File: src/verilog/snake_pkg.sv
package snake_pkg;

    typedef logic signed [11:0] coord_t;
    typedef logic [5:0] rgb_t;
    typedef logic [3:0] len_t;

    typedef enum logic [1:0] {
        GAME_IDLE,
        GAME_PLAY,
        GAME_OVER
    } game_state_e;

    typedef enum logic [2:0] {
        DIR_NONE,
        DIR_RIGHT,
        DIR_LEFT,
        DIR_UP,
        DIR_DOWN
    } dir_e;

    // snake geometry
    localparam int SEG_MAX = 10;
    localparam int LEN_INIT = 5;
    localparam int STEP_PX = 30;
    localparam int SEG_SPACING = 20;

    // compared against squared distances
    localparam int SEG_RSQ = 400;
    localparam int FOOD_RSQ = 225;
    localparam int EAT_DSQ = 1200;

    // walls of the arena
    localparam coord_t ARENA_X_MAX = 12'sd375;
    localparam coord_t ARENA_Y_MAX = 12'sd225;
    localparam coord_t ARENA_Y_MIN = -12'sd275;

    // 2 bits each of red, green, blue
    localparam rgb_t COLOR_WHITE = 6'b11_11_11;
    localparam rgb_t COLOR_BLACK = 6'b00_00_00;
    localparam rgb_t COLOR_GREEN = 6'b00_11_00;
    localparam rgb_t COLOR_RED = 6'b11_00_00;

endpackage
File: src/verilog/food_gen.sv
`timescale 1ns/1ps

module food_gen (
    input  logic                    CLK,
    input  logic                    RESET,
    input  snake_pkg::game_state_e  state,
    input  logic                    food_eaten,
    output snake_pkg::coord_t       food_x,
    output snake_pkg::coord_t       food_y
);

    typedef enum logic [1:0] {
        F_INIT,
        F_GEN,
        F_WAIT
    } food_state_e;

    food_state_e f_state;
    food_state_e f_state_next;
    logic signed [9:0] rnd;
    snake_pkg::coord_t held_x;
    snake_pkg::coord_t held_y;
    logic out_of_arena;

    // free-running, -500 up to 500
    always_ff @(posedge CLK) begin
        if (RESET) begin
            rnd <= '0;
        end else if (rnd >= 10'sd500) begin
            rnd <= -10'sd500;
        end else begin
            rnd <= rnd + 1'b1;
        end
    end

    assign out_of_arena = (held_x > snake_pkg::ARENA_X_MAX) ||
                          (held_x < -snake_pkg::ARENA_X_MAX) ||
                          (held_y > snake_pkg::ARENA_Y_MAX) ||
                          (held_y < snake_pkg::ARENA_Y_MIN);

    always_comb begin
        f_state_next = f_state;
        case (f_state)
            F_INIT:  if (state == snake_pkg::GAME_PLAY) f_state_next = F_GEN;
            F_GEN:   f_state_next = F_WAIT;
            default: if (food_eaten || out_of_arena) f_state_next = F_GEN;
        endcase
    end

    // new spot shows in GEN itself, then it is held
    always_comb begin
        case (f_state)
            F_INIT: begin
                food_x = '0;
                food_y = '0;
            end
            F_GEN: begin
                food_x = snake_pkg::coord_t'((int'(rnd) % 16) * 20);
                food_y = snake_pkg::coord_t'((int'(rnd) % 11) * 20);
            end
            default: begin
                food_x = held_x;
                food_y = held_y;
            end
        endcase
    end

    always_ff @(posedge CLK) begin
        held_x <= food_x;
        held_y <= food_y;
    end

    always_ff @(posedge CLK) begin
        if (RESET) begin
            f_state <= F_INIT;
        end else begin
            f_state <= f_state_next;
        end
    end

endmodule

File: config.mk
export PLATFORM = sky130hd
export DESIGN_NAME = food_gen
export DESIGN_NICKNAME = d
export VERILOG_FILES = /design/src/verilog/snake_pkg.sv /design/src/verilog/food_gen.sv
export SDC_FILE = /design/constraint.sdc
export NUM_CORES = 1
export LEC_CHECK = 0
export BUFFER_PORTS_ARGS = -buffer_cell sky130_fd_sc_hd__clkbuf_2
export CAP_MARGIN = 20
export CORE_MARGIN = 1
export CORE_UTILIZATION = 55
export DETAILED_ROUTE_END_ITERATION = 6
export HOLD_SLACK_MARGIN = 0.1
export PLACE_DENSITY_LB_ADDON = 0.05
export RECOVER_POWER = 50
export SETUP_SLACK_MARGIN = 0.15
export SYNTH_ARGS = -nofsm -noshare
export SYNTH_HDL_FRONTEND = slang
export SYNTH_SLANG_ARGS = --single-unit
File: constraint.sdc
create_clock -name CLK -period 12.96 [get_ports CLK]
set_input_delay 0.648 -clock CLK [delete_from_list [all_inputs] [get_ports CLK]]
set_output_delay 0.648 -clock CLK [all_outputs]
set_load 0.01 [all_outputs]
======== Yosys cells after proc, flatten, opt, wreduce, memory -nomap -nowiden ========
Index checks and enable logic that the tools add are counted.
storage, ports and cells
  flip-flop bits (word level) ............. 36
  bits of input ports ..................... 5
  word-level logic and storage cells ...... 33
operators by class
  add/subtract/negate cells ............... 1
  multiply operators ...................... 2
  divide/modulo/power cells ............... 1
  $lt $le $gt $ge ......................... 5
  equality and inequality tests ........... 3
  mux-type cells .......................... 6
  bitwise operators ....................... 1
  reductions and logical operators ........ 9
operators with widths
  kind                     count
  $pmux W12 S2             2
  $mod A32 B5 Y32 const B  1
  $mul A32 B4 Y10 const B  1
  $lt A12 B10 Y1 const B   2
  $gt A12 B10 Y1 const B   1
  $gt A12 B9 Y1 const B    1
  $add A10 B1 Y10 const B  1
  $ge A10 B10 Y1 const B   1
  $mux W10                 1
  $mul A5 B4 Y9 const B    1
  $eq A2 B1 Y1 const B     2
  $logic_or A1 B1 Y1       4
  $mux W2                  2
  $pmux W2 S2              1
  $reduce_or A4 Y1         1
  $reduce_bool A3 Y1       1
  $logic_not A2 Y1         1
  $ne A2 B2 Y1 const B     1
  $reduce_and A2 Y1        1
  $reduce_or A2 Y1         1
  $and A1 B1 Y1            1

======== Logic depth before layout (Yosys ltp) ========
Gate-level depths: netlist of run 1.
  depth in word-level cells ............... 7
  depth in mapped cells ................... 50

======== Worst setup path after synthesis of run 1 ========
No wires, ideal clock.
  path kind ............................... register to output
  start ................................... register rnd[0]
  end ..................................... output food_y[11]
  data arrival time ....................... 8.719 ns
  required time ........................... 12.312 ns
  slack ................................... 3.593 ns
  cell stages (with the launch flop) ...... 49
  path buffers ............................ 3
  cell sequence ........................... dfxtp_1 buf_2 inv_1 ha_1 nor3b_2 buf_2 o21ai_0 a21oi_1 a221o_1 o31ai_2 o21ai_0 nand3_1 o21ai_0 ha_1 inv_1 nand2_1 nor4_1 a211oi_4 [13 not listed] ha_1 inv_1 o31ai_1 xnor2_1 ha_1 inv_1 fa_1 nor2b_1 o21ai_0 nand2b_1 a21o_1 a21oi_1 xnor2_1 xnor2_1 xnor2_1 nand2_1 or3_1 nand3_1
on the way
  cells in the longest elaborated chain, start to end .. 3
ends and longest elaborated chain
  item                      line            RTL
  start: declaration        food_gen.sv:20  logic signed [9:0] rnd;
  start signal: assignment  food_gen.sv:30  rnd <= -10'sd500;
  start signal: assignment  food_gen.sv:32  rnd <= rnd + 1'b1;
  $mod A32 B5 Y32           food_gen.sv:59  food_y = snake_pkg::coord_t'((int'(rnd) % 11) * 20);
  $mul A32 B4 Y10           food_gen.sv:59
  $pmux W12 S2              food_gen.sv:52  case (f_state)
  end: declaration          food_gen.sv:9   output snake_pkg::coord_t food_y
No other way between the ends.

======== Worst setup path after layout of run 1 ========
Same ends and word-level chain as after synthesis.

==> reports/metrics.csv, run 1 <==
metric,value,unit
placer congestion estimate,0.9377,
vias per cell,6.424,
Syn Nets,517,
clk buf depth,2,
fmax,89.73,MHz
Yosys top cell by area,dfxtp_1,
placed wire-length estimate,7393,um
final setup skew,0.007875,ns
remaining antenna violation count,0,
width of the die,85.04,um
register bit count reported by yosys,36,
top_reg_cell synth,dfxtp_1,
status,"finished, final reports clean",
first-pass GRT wire length,16410,um
final setup fails,0,
fraction of power spent switching nets,28.81,%
"Seq/Total Area, Yosys",19.00,%
Final min period,11.14,ns
VDD IR max,0.00003530,V
number of core rows,29,
placed instance area,3950,um2
total number of vias,3726,
ys async rst share,0,%
RSZ-0062 raised after global routing,no,
layout cell share with drive strength beyond 1,10.74,%
CTS resizes,0,
io pins,29,
hold buffer count at CTS,0,
WP data required,12.31,ns
MaxCap Viol Count,0,
cells after synthesis,485,
setup tns final,0,ns
Die H,85.04,um
Slew Limit Headroom,33.87,%
"commonest non-fill, non-tap cell in the layout",nand2_1,
final WL,9606,um
critical path arrival,10.50,ns
Buffers on Ports,28,
Sequential Power Share,50.9,%
Post-CTS Setup Repair Bufs,0,
CTS sink cnt,36,
DRC Markers,0,
Critical Path End Type,output pin,
clock power share,33.5,%
internal power,0.1643,mW
Routed wire per std cell,16.56,um
CTS H-Tree Depth,2,
Leak Pwr,1.645,nW
share of the synthesized area in the top cell type,19.00,%
Pre-antenna DRT Iters,5,
"commonest non-fill, non-tap cells in the layout","nand2_1, nor2_1, dfxtp_1, o21ai_0",
Final Hold Fails,0,
Min-Delay Path Class,register to register,
clk_lat worst skew,0.28,ns
hold_ws,0.4981,ns
initial core utilization,58.39,%
Worst-Margin Slew,0.9907,ns
"EDFF count, synth",0,
grt ovf,0,
cell area after layout,4025,um2
Nets,534,
slowest CP cell,dfxtp_1,
"Reg clk slew, reported paths",0.07,ns
Avg Synthesized Cell Area,7.819,um2
Crit Path Class,register to output pin,
core area,6495,um2
CTS buffer count,5,
pwr dens,57.36,nW/um2
CP Launch Type,register,
final core occ,61.97,%
Mapped Area,3792,um2
Layout area overhead,6.137,%
vias in the first global route,3481,
fin crit share,85.99,%
"Warnings, synthesis",0,
largest net degree at the start of global routing,33,
switching pwr,0.06652,mW
CTS root buf,clkbuf_8,
drt initial violations,163,
Synth area leaders,"dfxtp_1, ha_1, xnor2_1",
"Max FO, Critical Path",13,
CP peak stage delay,0.60,ns
CTS tree,built,
max-slew violation count,0,
total die area,7231,um2
ant diodes,0,
Synth cell types,83,
logic gate share of total power,15.5,%
initial antenna violation count,0,
overall routing resource usage,27.57,%
==> cell families after synthesis <==
group                      Yosys count  synth area share, %
and+or+nand+nor                    162                22.14
DFF                                 36                19.00
buffers and inverters               46                5.048
adders and majority gates           27                9.304
muxes                                5                1.353
AOI/OAI and AO/OA                  175                35.30
xor gates and xnor gates            34                7.852
==> routing by layer <==
| layer | share of wire (%) | GRT usage [%] |
|---|---|---|
| met2 | 47 | 46.11 |
| met4 | 1.9 | 9.091 |
| met5 | 0 | 0 |
| met3 | 5.4 | 4.669 |
| met1 | 46 | 35.99 |
==> worst max-delay path, delay by kind of cell (launching register included) <==
| kind | cells | cell delay [ns] |
|---|---|---|
| adders and majority gates | 7 | 2.21 |
| muxes | 1 | 0.28 |
| DFF | 1 | 0.60 |
| buffers and inverters | 7 | 0.88 |
| and+or+nand+nor | 9 | 1.64 |
| xor gates and xnor gates | 5 | 1.04 |
| AOI/OAI and AO/OA | 16 | 3.57 |
==> Yosys cell counts, types with 7 or more instances <==
cell,count
inv_1,24
ha_1,25
xnor2_1,27
o21ai_0,28
nand3_1,10
a211oi_1,8
nand2b_1,10
o31ai_1,14
clkbuf_1,7
nor3_1,15
a21o_1,14
a22o_1,7
nor2_1,38
nand2_1,42
a21oi_1,27
xor2_1,7
o211ai_1,11
dfxtp_1,36
buf_2,8
==> flip-flops by register name, indices dropped and copies added, names as in the netlist <==
register,flops
f_state,2
held_x,12
held_y,12
rnd,10
==> area by class of cell <==
type | instances | area, um2
Clock inverter | 1 | 8.758
Inverter | 26 | 97.59
Sequential cell | 36 | 720.7
Fill cell | 612 | 2470
Multi-Input combinational cell | 403 | 2880
Clock buffer | 7 | 76.32
Tap cell | 77 | 96.34
Timing Repair Buffer | 30 | 145.1
==> worst paths after layout <==
path	startpoint	slack, ns	cells past startpoint	endpoint
max	rnd[0]$_SDFF_PP0_	1.82	45	food_y[11]
min	held_y[7]$_DFF_P_	0.50	2	held_y[7]$_DFF_P_
max reg2reg	rnd[0]$_SDFF_PP0_	2.82	44	held_y[11]$_DFF_P_
min reg2reg	held_y[7]$_DFF_P_	0.50	2	held_y[7]$_DFF_P_
==> power groups by stage <==
| stage | clock [mW] | sequential (mW) | combinational, mW |
|---|---|---|---|
| finish | 0.0774 | 0.118 | 0.0359 |
| global route | 0.0850 | 0.118 | 0.0409 |
| global placement | 0 | 0.120 | 0.0352 |
| floorplan | 0 | 0.117 | 0.0292 |
| detailed placement | 0 | 0.120 | 0.0356 |
| CTS | 0.0786 | 0.117 | 0.0359 |
==> per-stage QoR <==
step	setup slack (ns)	cells	power, mW
after global placement	2.662	572	0.1551
final	1.816	580	0.2309
after CTS	1.924	580	0.2320
after detailed placement	2.295	572	0.1556
after global routing	0.6595	580	0.2440
after floorplan	3.593	485	0.1463
Note: power is estimated with default switching activity, not from simulation.
==> run 2: changes to the inputs <==
--- a/config.mk
+++ b/config.mk
@@ -11,6 +11,7 @@
 export CORE_UTILIZATION = 55
 export DETAILED_ROUTE_END_ITERATION = 6
 export HOLD_SLACK_MARGIN = 0.1
+export MAX_ROUTING_LAYER = met4
 export PLACE_DENSITY_LB_ADDON = 0.05
 export RECOVER_POWER = 50
 export SETUP_SLACK_MARGIN = 0.15
==> reports/metrics.csv, run 2 (synthesis results as in run 1) <==
metric,value,unit,change
CTS resizes,0,,unchanged
RSZ-0062 raised after global routing,no,,unchanged
VDD IR max,0.00003621,V,was 0.00003530 V
reg2reg setup slack,2.84,ns,was 2.82 ns
initial antenna violation count,0,,unchanged
WP data required,12.31,ns,about the same
"Reg clk slew, reported paths",0.07,ns,about the same
Routed wire per std cell,16.85,um,was 16.56 um
FF-to-FF End,held_y[11]$_DFF_P_,,unchanged
Post-CTS Setup Repair Bufs,0,,unchanged
vias in the first global route,3479,,was 3481
switching pwr,0.06835,mW,was 0.06652 mW
fraction of power spent switching nets,29.37,%,was 28.81%
remaining antenna violation count,0,,unchanged
pre-CTS setup slack,2.199,ns,was 2.295 ns
final WL,9775,um,was 9606 um
"commonest non-fill, non-tap cells in the layout","nand2_1, nor2_1, dfxtp_1, o21ai_0",,unchanged
final setup skew,0.01492,ns,was 0.007875 ns
Critical Path End Type,output pin,,unchanged
CTS tree,built,,unchanged
total number of vias,3765,,was 3726
Nets,534,,unchanged
Slew Limit Headroom,29.27,%,was 33.87%
width of the die,85.04,um,unchanged
internal power,0.1643,mW,about the same
largest net degree at the start of global routing,33,,unchanged
DRC Markers,0,,unchanged
Fill cells,606,,was 612
number of core rows,29,,unchanged
CTS H-Tree Depth,2,,unchanged
Layout area overhead,6.137,%,unchanged
MaxCap Viol Count,0,,unchanged
Reg2Reg Depth,44,,unchanged
setup ws final,1.827,ns,was 1.816 ns
CTS buffer count,5,,unchanged
slowest CP cell,dfxtp_1,,unchanged
fin crit share,85.90,%,was 85.99%
clk_lat worst skew,0.29,ns,was 0.28 ns
Final Hold Fails,0,,unchanged
grt ovf,0,,unchanged
total die area,7231,um2,unchanged
layout cell share with drive strength beyond 1,10.74,%,unchanged
"Max FO, Critical Path",13,,unchanged
Final min period,11.13,ns,was 11.14 ns
Multi-input gate area,2880,um2,unchanged
final setup fails,0,,unchanged
logic gate share of total power,15.4,%,was 15.5%
initial core utilization,58.39,%,unchanged
CP Launch Type,register,,unchanged
Pre-antenna DRT Iters,5,,unchanged
fmax,89.82,MHz,was 89.73 MHz
placer congestion estimate,0.9517,,was 0.9377
worst hold endpoint,held_x[7]$_DFF_P_,,was held_y[7]$_DFF_P_
setup tns final,0,ns,unchanged
io pins,29,,unchanged
CP peak stage delay,0.62,ns,was 0.60 ns
critical path arrival,10.49,ns,was 10.50 ns
top flop regs,"held_x (12), held_y (12), rnd (10)",,unchanged
clock power share,34.0,%,was 33.5%
Crit Path Class,register to output pin,,unchanged
Buffers on Ports,28,,unchanged
Die H,85.04,um,unchanged
placed wire-length estimate,7467,um,was 7393 um
status,"finished, final reports clean",,unchanged
clk buf depth,2,,unchanged
max-slew violation count,0,,unchanged
Min-Delay Path Class,register to register,,unchanged
Sequential Power Share,50.6,%,was 50.9%
CTS root buf,clkbuf_8,,unchanged
CTS sink cnt,36,,unchanged
overall routing resource usage,28.40,%,was 27.57%
pwr dens,57.81,nW/um2,was 57.36 nW/um2
register area,720.7,um2,unchanged
core area,6495,um2,unchanged
ant diodes,0,,unchanged
Leak Pwr,1.645,nW,unchanged
"commonest non-fill, non-tap cell in the layout",nand2_1,,unchanged
vias per cell,6.491,,was 6.424
RR Startpoint,rnd[0]$_SDFF_PP0_,,unchanged
drt initial violations,244,,was 163
hold buffer count at CTS,0,,unchanged
Worst-Margin Slew,1.059,ns,was 0.9907 ns
Hold Crit Start,held_x[7]$_DFF_P_,,was held_y[7]$_DFF_P_
first-pass GRT wire length,16420,um,was 16410 um
Min-Delay Path Depth,2,,unchanged
## run 2: power by group through the flow
stage | sequential, mW | combinational [mW] | clock, mW
after floorplan | 0.117 | 0.0292 | 0
after global placement | 0.120 | 0.0351 | 0
after detailed placement | 0.120 | 0.0354 | 0
after CTS | 0.118 | 0.0357 | 0.0808
after global routing | 0.118 | 0.0404 | 0.0858
final | 0.118 | 0.0358 | 0.0792
## run 2: stage by stage
| stage | power, mW | instance area (um2) | hold slack (ns) | instances | util, % |
|---|---|---|---|---|---|
| floorplan | 0.1463 | 3792 | 0.5158 | 485 | - |
| global placement | 0.1551 | 3950 | 0.4800 | 572 | 60.82 |
| detailed placement | 0.1556 | 3950 | 0.4784 | 572 | 60.82 |
| CTS | 0.2341 | 4035 | 0.5043 | 580 | 62.13 |
| global route | 0.2445 | 4025 | 0.5251 | 580 | 61.97 |
| finish | 0.2327 | 4025 | 0.5134 | 580 | 61.97 |
## run 2: worst max path at each step
stage                                 start  cells past startpoint  slack, ns    endpoint
after global routing      rnd[0]$_SDFF_PP0_                     45       0.76  food_y[11]
after global placement    rnd[0]$_SDFF_PP0_                     46       2.65  food_y[11]
final                     rnd[0]$_SDFF_PP0_                     45       1.83  food_y[11]
after detailed placement  rnd[0]$_SDFF_PP0_                     45       2.20  food_y[11]
after floorplan           rnd[0]$_SDFF_PP0_                     48       3.59  food_y[11]
after CTS                 rnd[0]$_SDFF_PP0_                     45       1.88  food_y[11]
## run 2: final cells by class
type	count	area share [%]
Multi-Input combinational cell	403	71.56
Tap cell	77	2.394
Clock buffer	7	1.896
Clock inverter	1	0.2176
Timing Repair Buffer	30	3.606
Inverter	26	2.425
Sequential cell	36	17.90
## run 2: worst max-delay path, delay by kind of cell (launching register included)
kind / cells / cell delay, ns
muxes: 1 / 0.28
adders and majority gates: 7 / 2.20
DFF: 1 / 0.62
and+or+nand+nor: 9 / 1.62
AOI/OAI and AO/OA: 16 / 3.57
xor gates and xnor gates: 5 / 1.03
buffers and inverters: 7 / 0.88
## run 2: metal layers
metal | wire length, um | track usage, % | vias up
met2 | 4621 | 46.92 | 145
met4 | 146 | 8.012 | 0
li1 | - | - | 1861
met5 | 0 | - | -
met3 | 535 | 3.405 | 13
met1 | 4470 | 36.53 | 1746
==> run 3: changes to the inputs <==
--- a/config.mk
+++ b/config.mk
@@ -13,7 +13,6 @@
 export HOLD_SLACK_MARGIN = 0.1
 export MAX_ROUTING_LAYER = met4
 export PLACE_DENSITY_LB_ADDON = 0.05
-export RECOVER_POWER = 50
 export SETUP_SLACK_MARGIN = 0.15
 export SYNTH_ARGS = -nofsm -noshare
 export SYNTH_HDL_FRONTEND = slang
==> reports/metrics.csv, run 3 (synthesis results as in run 1) <==
metric,value,unit,change
Routed wire per std cell,16.77,um,was 16.85 um
RSZ-0062 raised after global routing,no,,unchanged
Critical Path End Type,output pin,,unchanged
clk_lat worst skew,0.29,ns,about the same
total power,0.2326,mW,was 0.2327 mW
io pins,29,,unchanged
Reg2Reg Depth,44,,unchanged
grt ovf,0,,unchanged
"delay-heaviest family, CP",compound AO/OA/AOI/OAI gates,,unchanged
fmax,89.66,MHz,was 89.82 MHz
placer congestion estimate,0.9517,,unchanged
Final Hold Fails,0,,unchanged
MaxCap Viol Count,0,,unchanged
hold buffer count at CTS,0,,unchanged
Die H,85.04,um,unchanged
ant diodes,0,,unchanged
vias in the first global route,3479,,unchanged
CTS tree,built,,unchanged
max-slew violation count,0,,unchanged
CP Launch Type,register,,unchanged
overall routing resource usage,28.40,%,unchanged
drt initial violations,261,,was 244
top flop regs,"held_x (12), held_y (12), rnd (10)",,unchanged
core area,6495,um2,unchanged
final WL,9727,um,was 9775 um
initial antenna violation count,0,,unchanged
Nets,534,,unchanged
number of core rows,29,,unchanged
Min-Delay Path Class,register to register,,unchanged
met2 Usage GRT,46.92,%,unchanged
VDD IR max,0.00003596,V,was 0.00003621 V
"Max FO, Critical Path",13,,unchanged
initial core utilization,58.39,%,unchanged
Post-CTS Setup Repair Bufs,0,,unchanged
Worst-Margin Slew,1.036,ns,was 1.059 ns
placed wire-length estimate,7467,um,unchanged
DRC Markers,0,,unchanged
total number of vias,3758,,was 3765
pre-CTS setup slack,2.199,ns,unchanged
Pre-antenna DRT Iters,5,,unchanged
worst hold endpoint,held_y[0]$_DFF_P_,,was held_x[7]$_DFF_P_
setup ws final,1.806,ns,was 1.827 ns
CP peak stage delay,0.61,ns,was 0.62 ns
"commonest non-fill, non-tap cell in the layout",nand2_1,,unchanged
CTS H-Tree Depth,2,,unchanged
layer with the highest usage,met2,,unchanged
first-pass GRT wire length,16420,um,unchanged
final setup fails,0,,unchanged
final setup skew,0.01483,ns,was 0.01492 ns
largest net degree at the start of global routing,33,,unchanged
FF-to-FF End,held_y[11]$_DFF_P_,,unchanged
pwr dens,57.63,nW/um2,was 57.81 nW/um2
status,"finished, final reports clean",,unchanged
CTS sink cnt,36,,unchanged
reg2reg setup slack,2.81,ns,was 2.84 ns
RR Startpoint,rnd[0]$_SDFF_PP0_,,unchanged
width of the die,85.04,um,unchanged
GR Util met1,36.53,%,unchanged
CTS resizes,0,,unchanged
met3 Use GR,3.405,%,unchanged
fin crit share,86.06,%,was 85.90%
Final min period,11.15,ns,was 11.13 ns
vias per cell,6.479,,was 6.491
WP data required,12.31,ns,about the same
CTS buffer count,5,,unchanged
"commonest non-fill, non-tap cells in the layout","nand2_1, nor2_1, dfxtp_1, o21ai_0, clkbuf_2",,"was nand2_1, nor2_1, dfxtp_1, o21ai_0"
layout cell share with drive strength beyond 1,12.33,%,was 10.74%
crit path buf inv count,7,,unchanged
total die area,7231,um2,unchanged
Leak Pwr,1.677,nW,was 1.645 nW
Min-Delay Path Depth,1,,was 2
Hold Crit Start,held_y[0]$_DFF_P_,,was held_x[7]$_DFF_P_
critical path arrival,10.51,ns,was 10.49 ns
Crit Path Class,register to output pin,,unchanged
setup tns final,0,ns,unchanged
CTS root buf,clkbuf_8,,unchanged
slowest CP cell,dfxtp_1,,unchanged
clk buf depth,2,,unchanged
"Reg clk slew, reported paths",0.07,ns,about the same
Slew Limit Headroom,30.84,%,was 29.27%
Buffers on Ports,28,,unchanged
remaining antenna violation count,0,,unchanged
Layout area overhead,6.401,%,was 6.137%
-- run 3: cell count changes in the layout (fill, tap and decap cells not counted) --
cell / before / now
clkbuf_1: 10 / 2
clkbuf_2: 20 / 28
and2_0: 4 / 0
and2_1: 1 / 5
-- run 3: area by class of cell --
cell class | instances | area [um2]
fillers | 600 | 2460
repair buffers | 30 | 155.1
flip-flops and latches | 36 | 720.7
inverters | 26 | 97.59
well taps | 77 | 96.34
clock inverters | 1 | 8.758
multi-input cells | 403 | 2880
clock buffers | 7 | 76.32
-- run 3: metal layers --
| layer | vias to the layer above | routed length, um |
|---|---|---|
| li1 | 1865 | - |
| met1 | 1748 | 4462 |
| met2 | 132 | 4658 |
| met3 | 13 | 462 |
| met4 | 0 | 143 |
| met5 | - | 0 |
-- run 3: per-stage QoR --
step                utilization, %  cell area (um2)  hold WS, ns  instances
floorplan                        -             3792       0.5158        485
global placement             60.82             3950       0.4800        572
detailed placement           60.82             3950       0.4784        572
CTS                          62.13             4035       0.5043        580
global route                 62.13             4035       0.5198        580
finish                       62.13             4035       0.5068        580
-- run 3: where the power goes --
part / internal [mW] / total (mW) / switching [mW]
clock: 0.0384 / 0.0789 / 0.0405
sequential: 0.113 / 0.118 / 0.00499
combinational: 0.0134 / 0.0360 / 0.0226
total: 0.164 / 0.233 / 0.0681
-- run 3: how the worst max path moves through the flow --
stage	from	end	slack [ns]	cells past startpoint
after global routing	rnd[0]$_SDFF_PP0_	food_y[11]	0.76	45
after CTS	rnd[0]$_SDFF_PP0_	food_y[11]	1.88	45
final	rnd[0]$_SDFF_PP0_	food_y[11]	1.81	45
after global placement	rnd[0]$_SDFF_PP0_	food_y[11]	2.65	46
after floorplan	rnd[0]$_SDFF_PP0_	food_y[11]	3.59	48
after detailed placement	rnd[0]$_SDFF_PP0_	food_y[11]	2.20	45
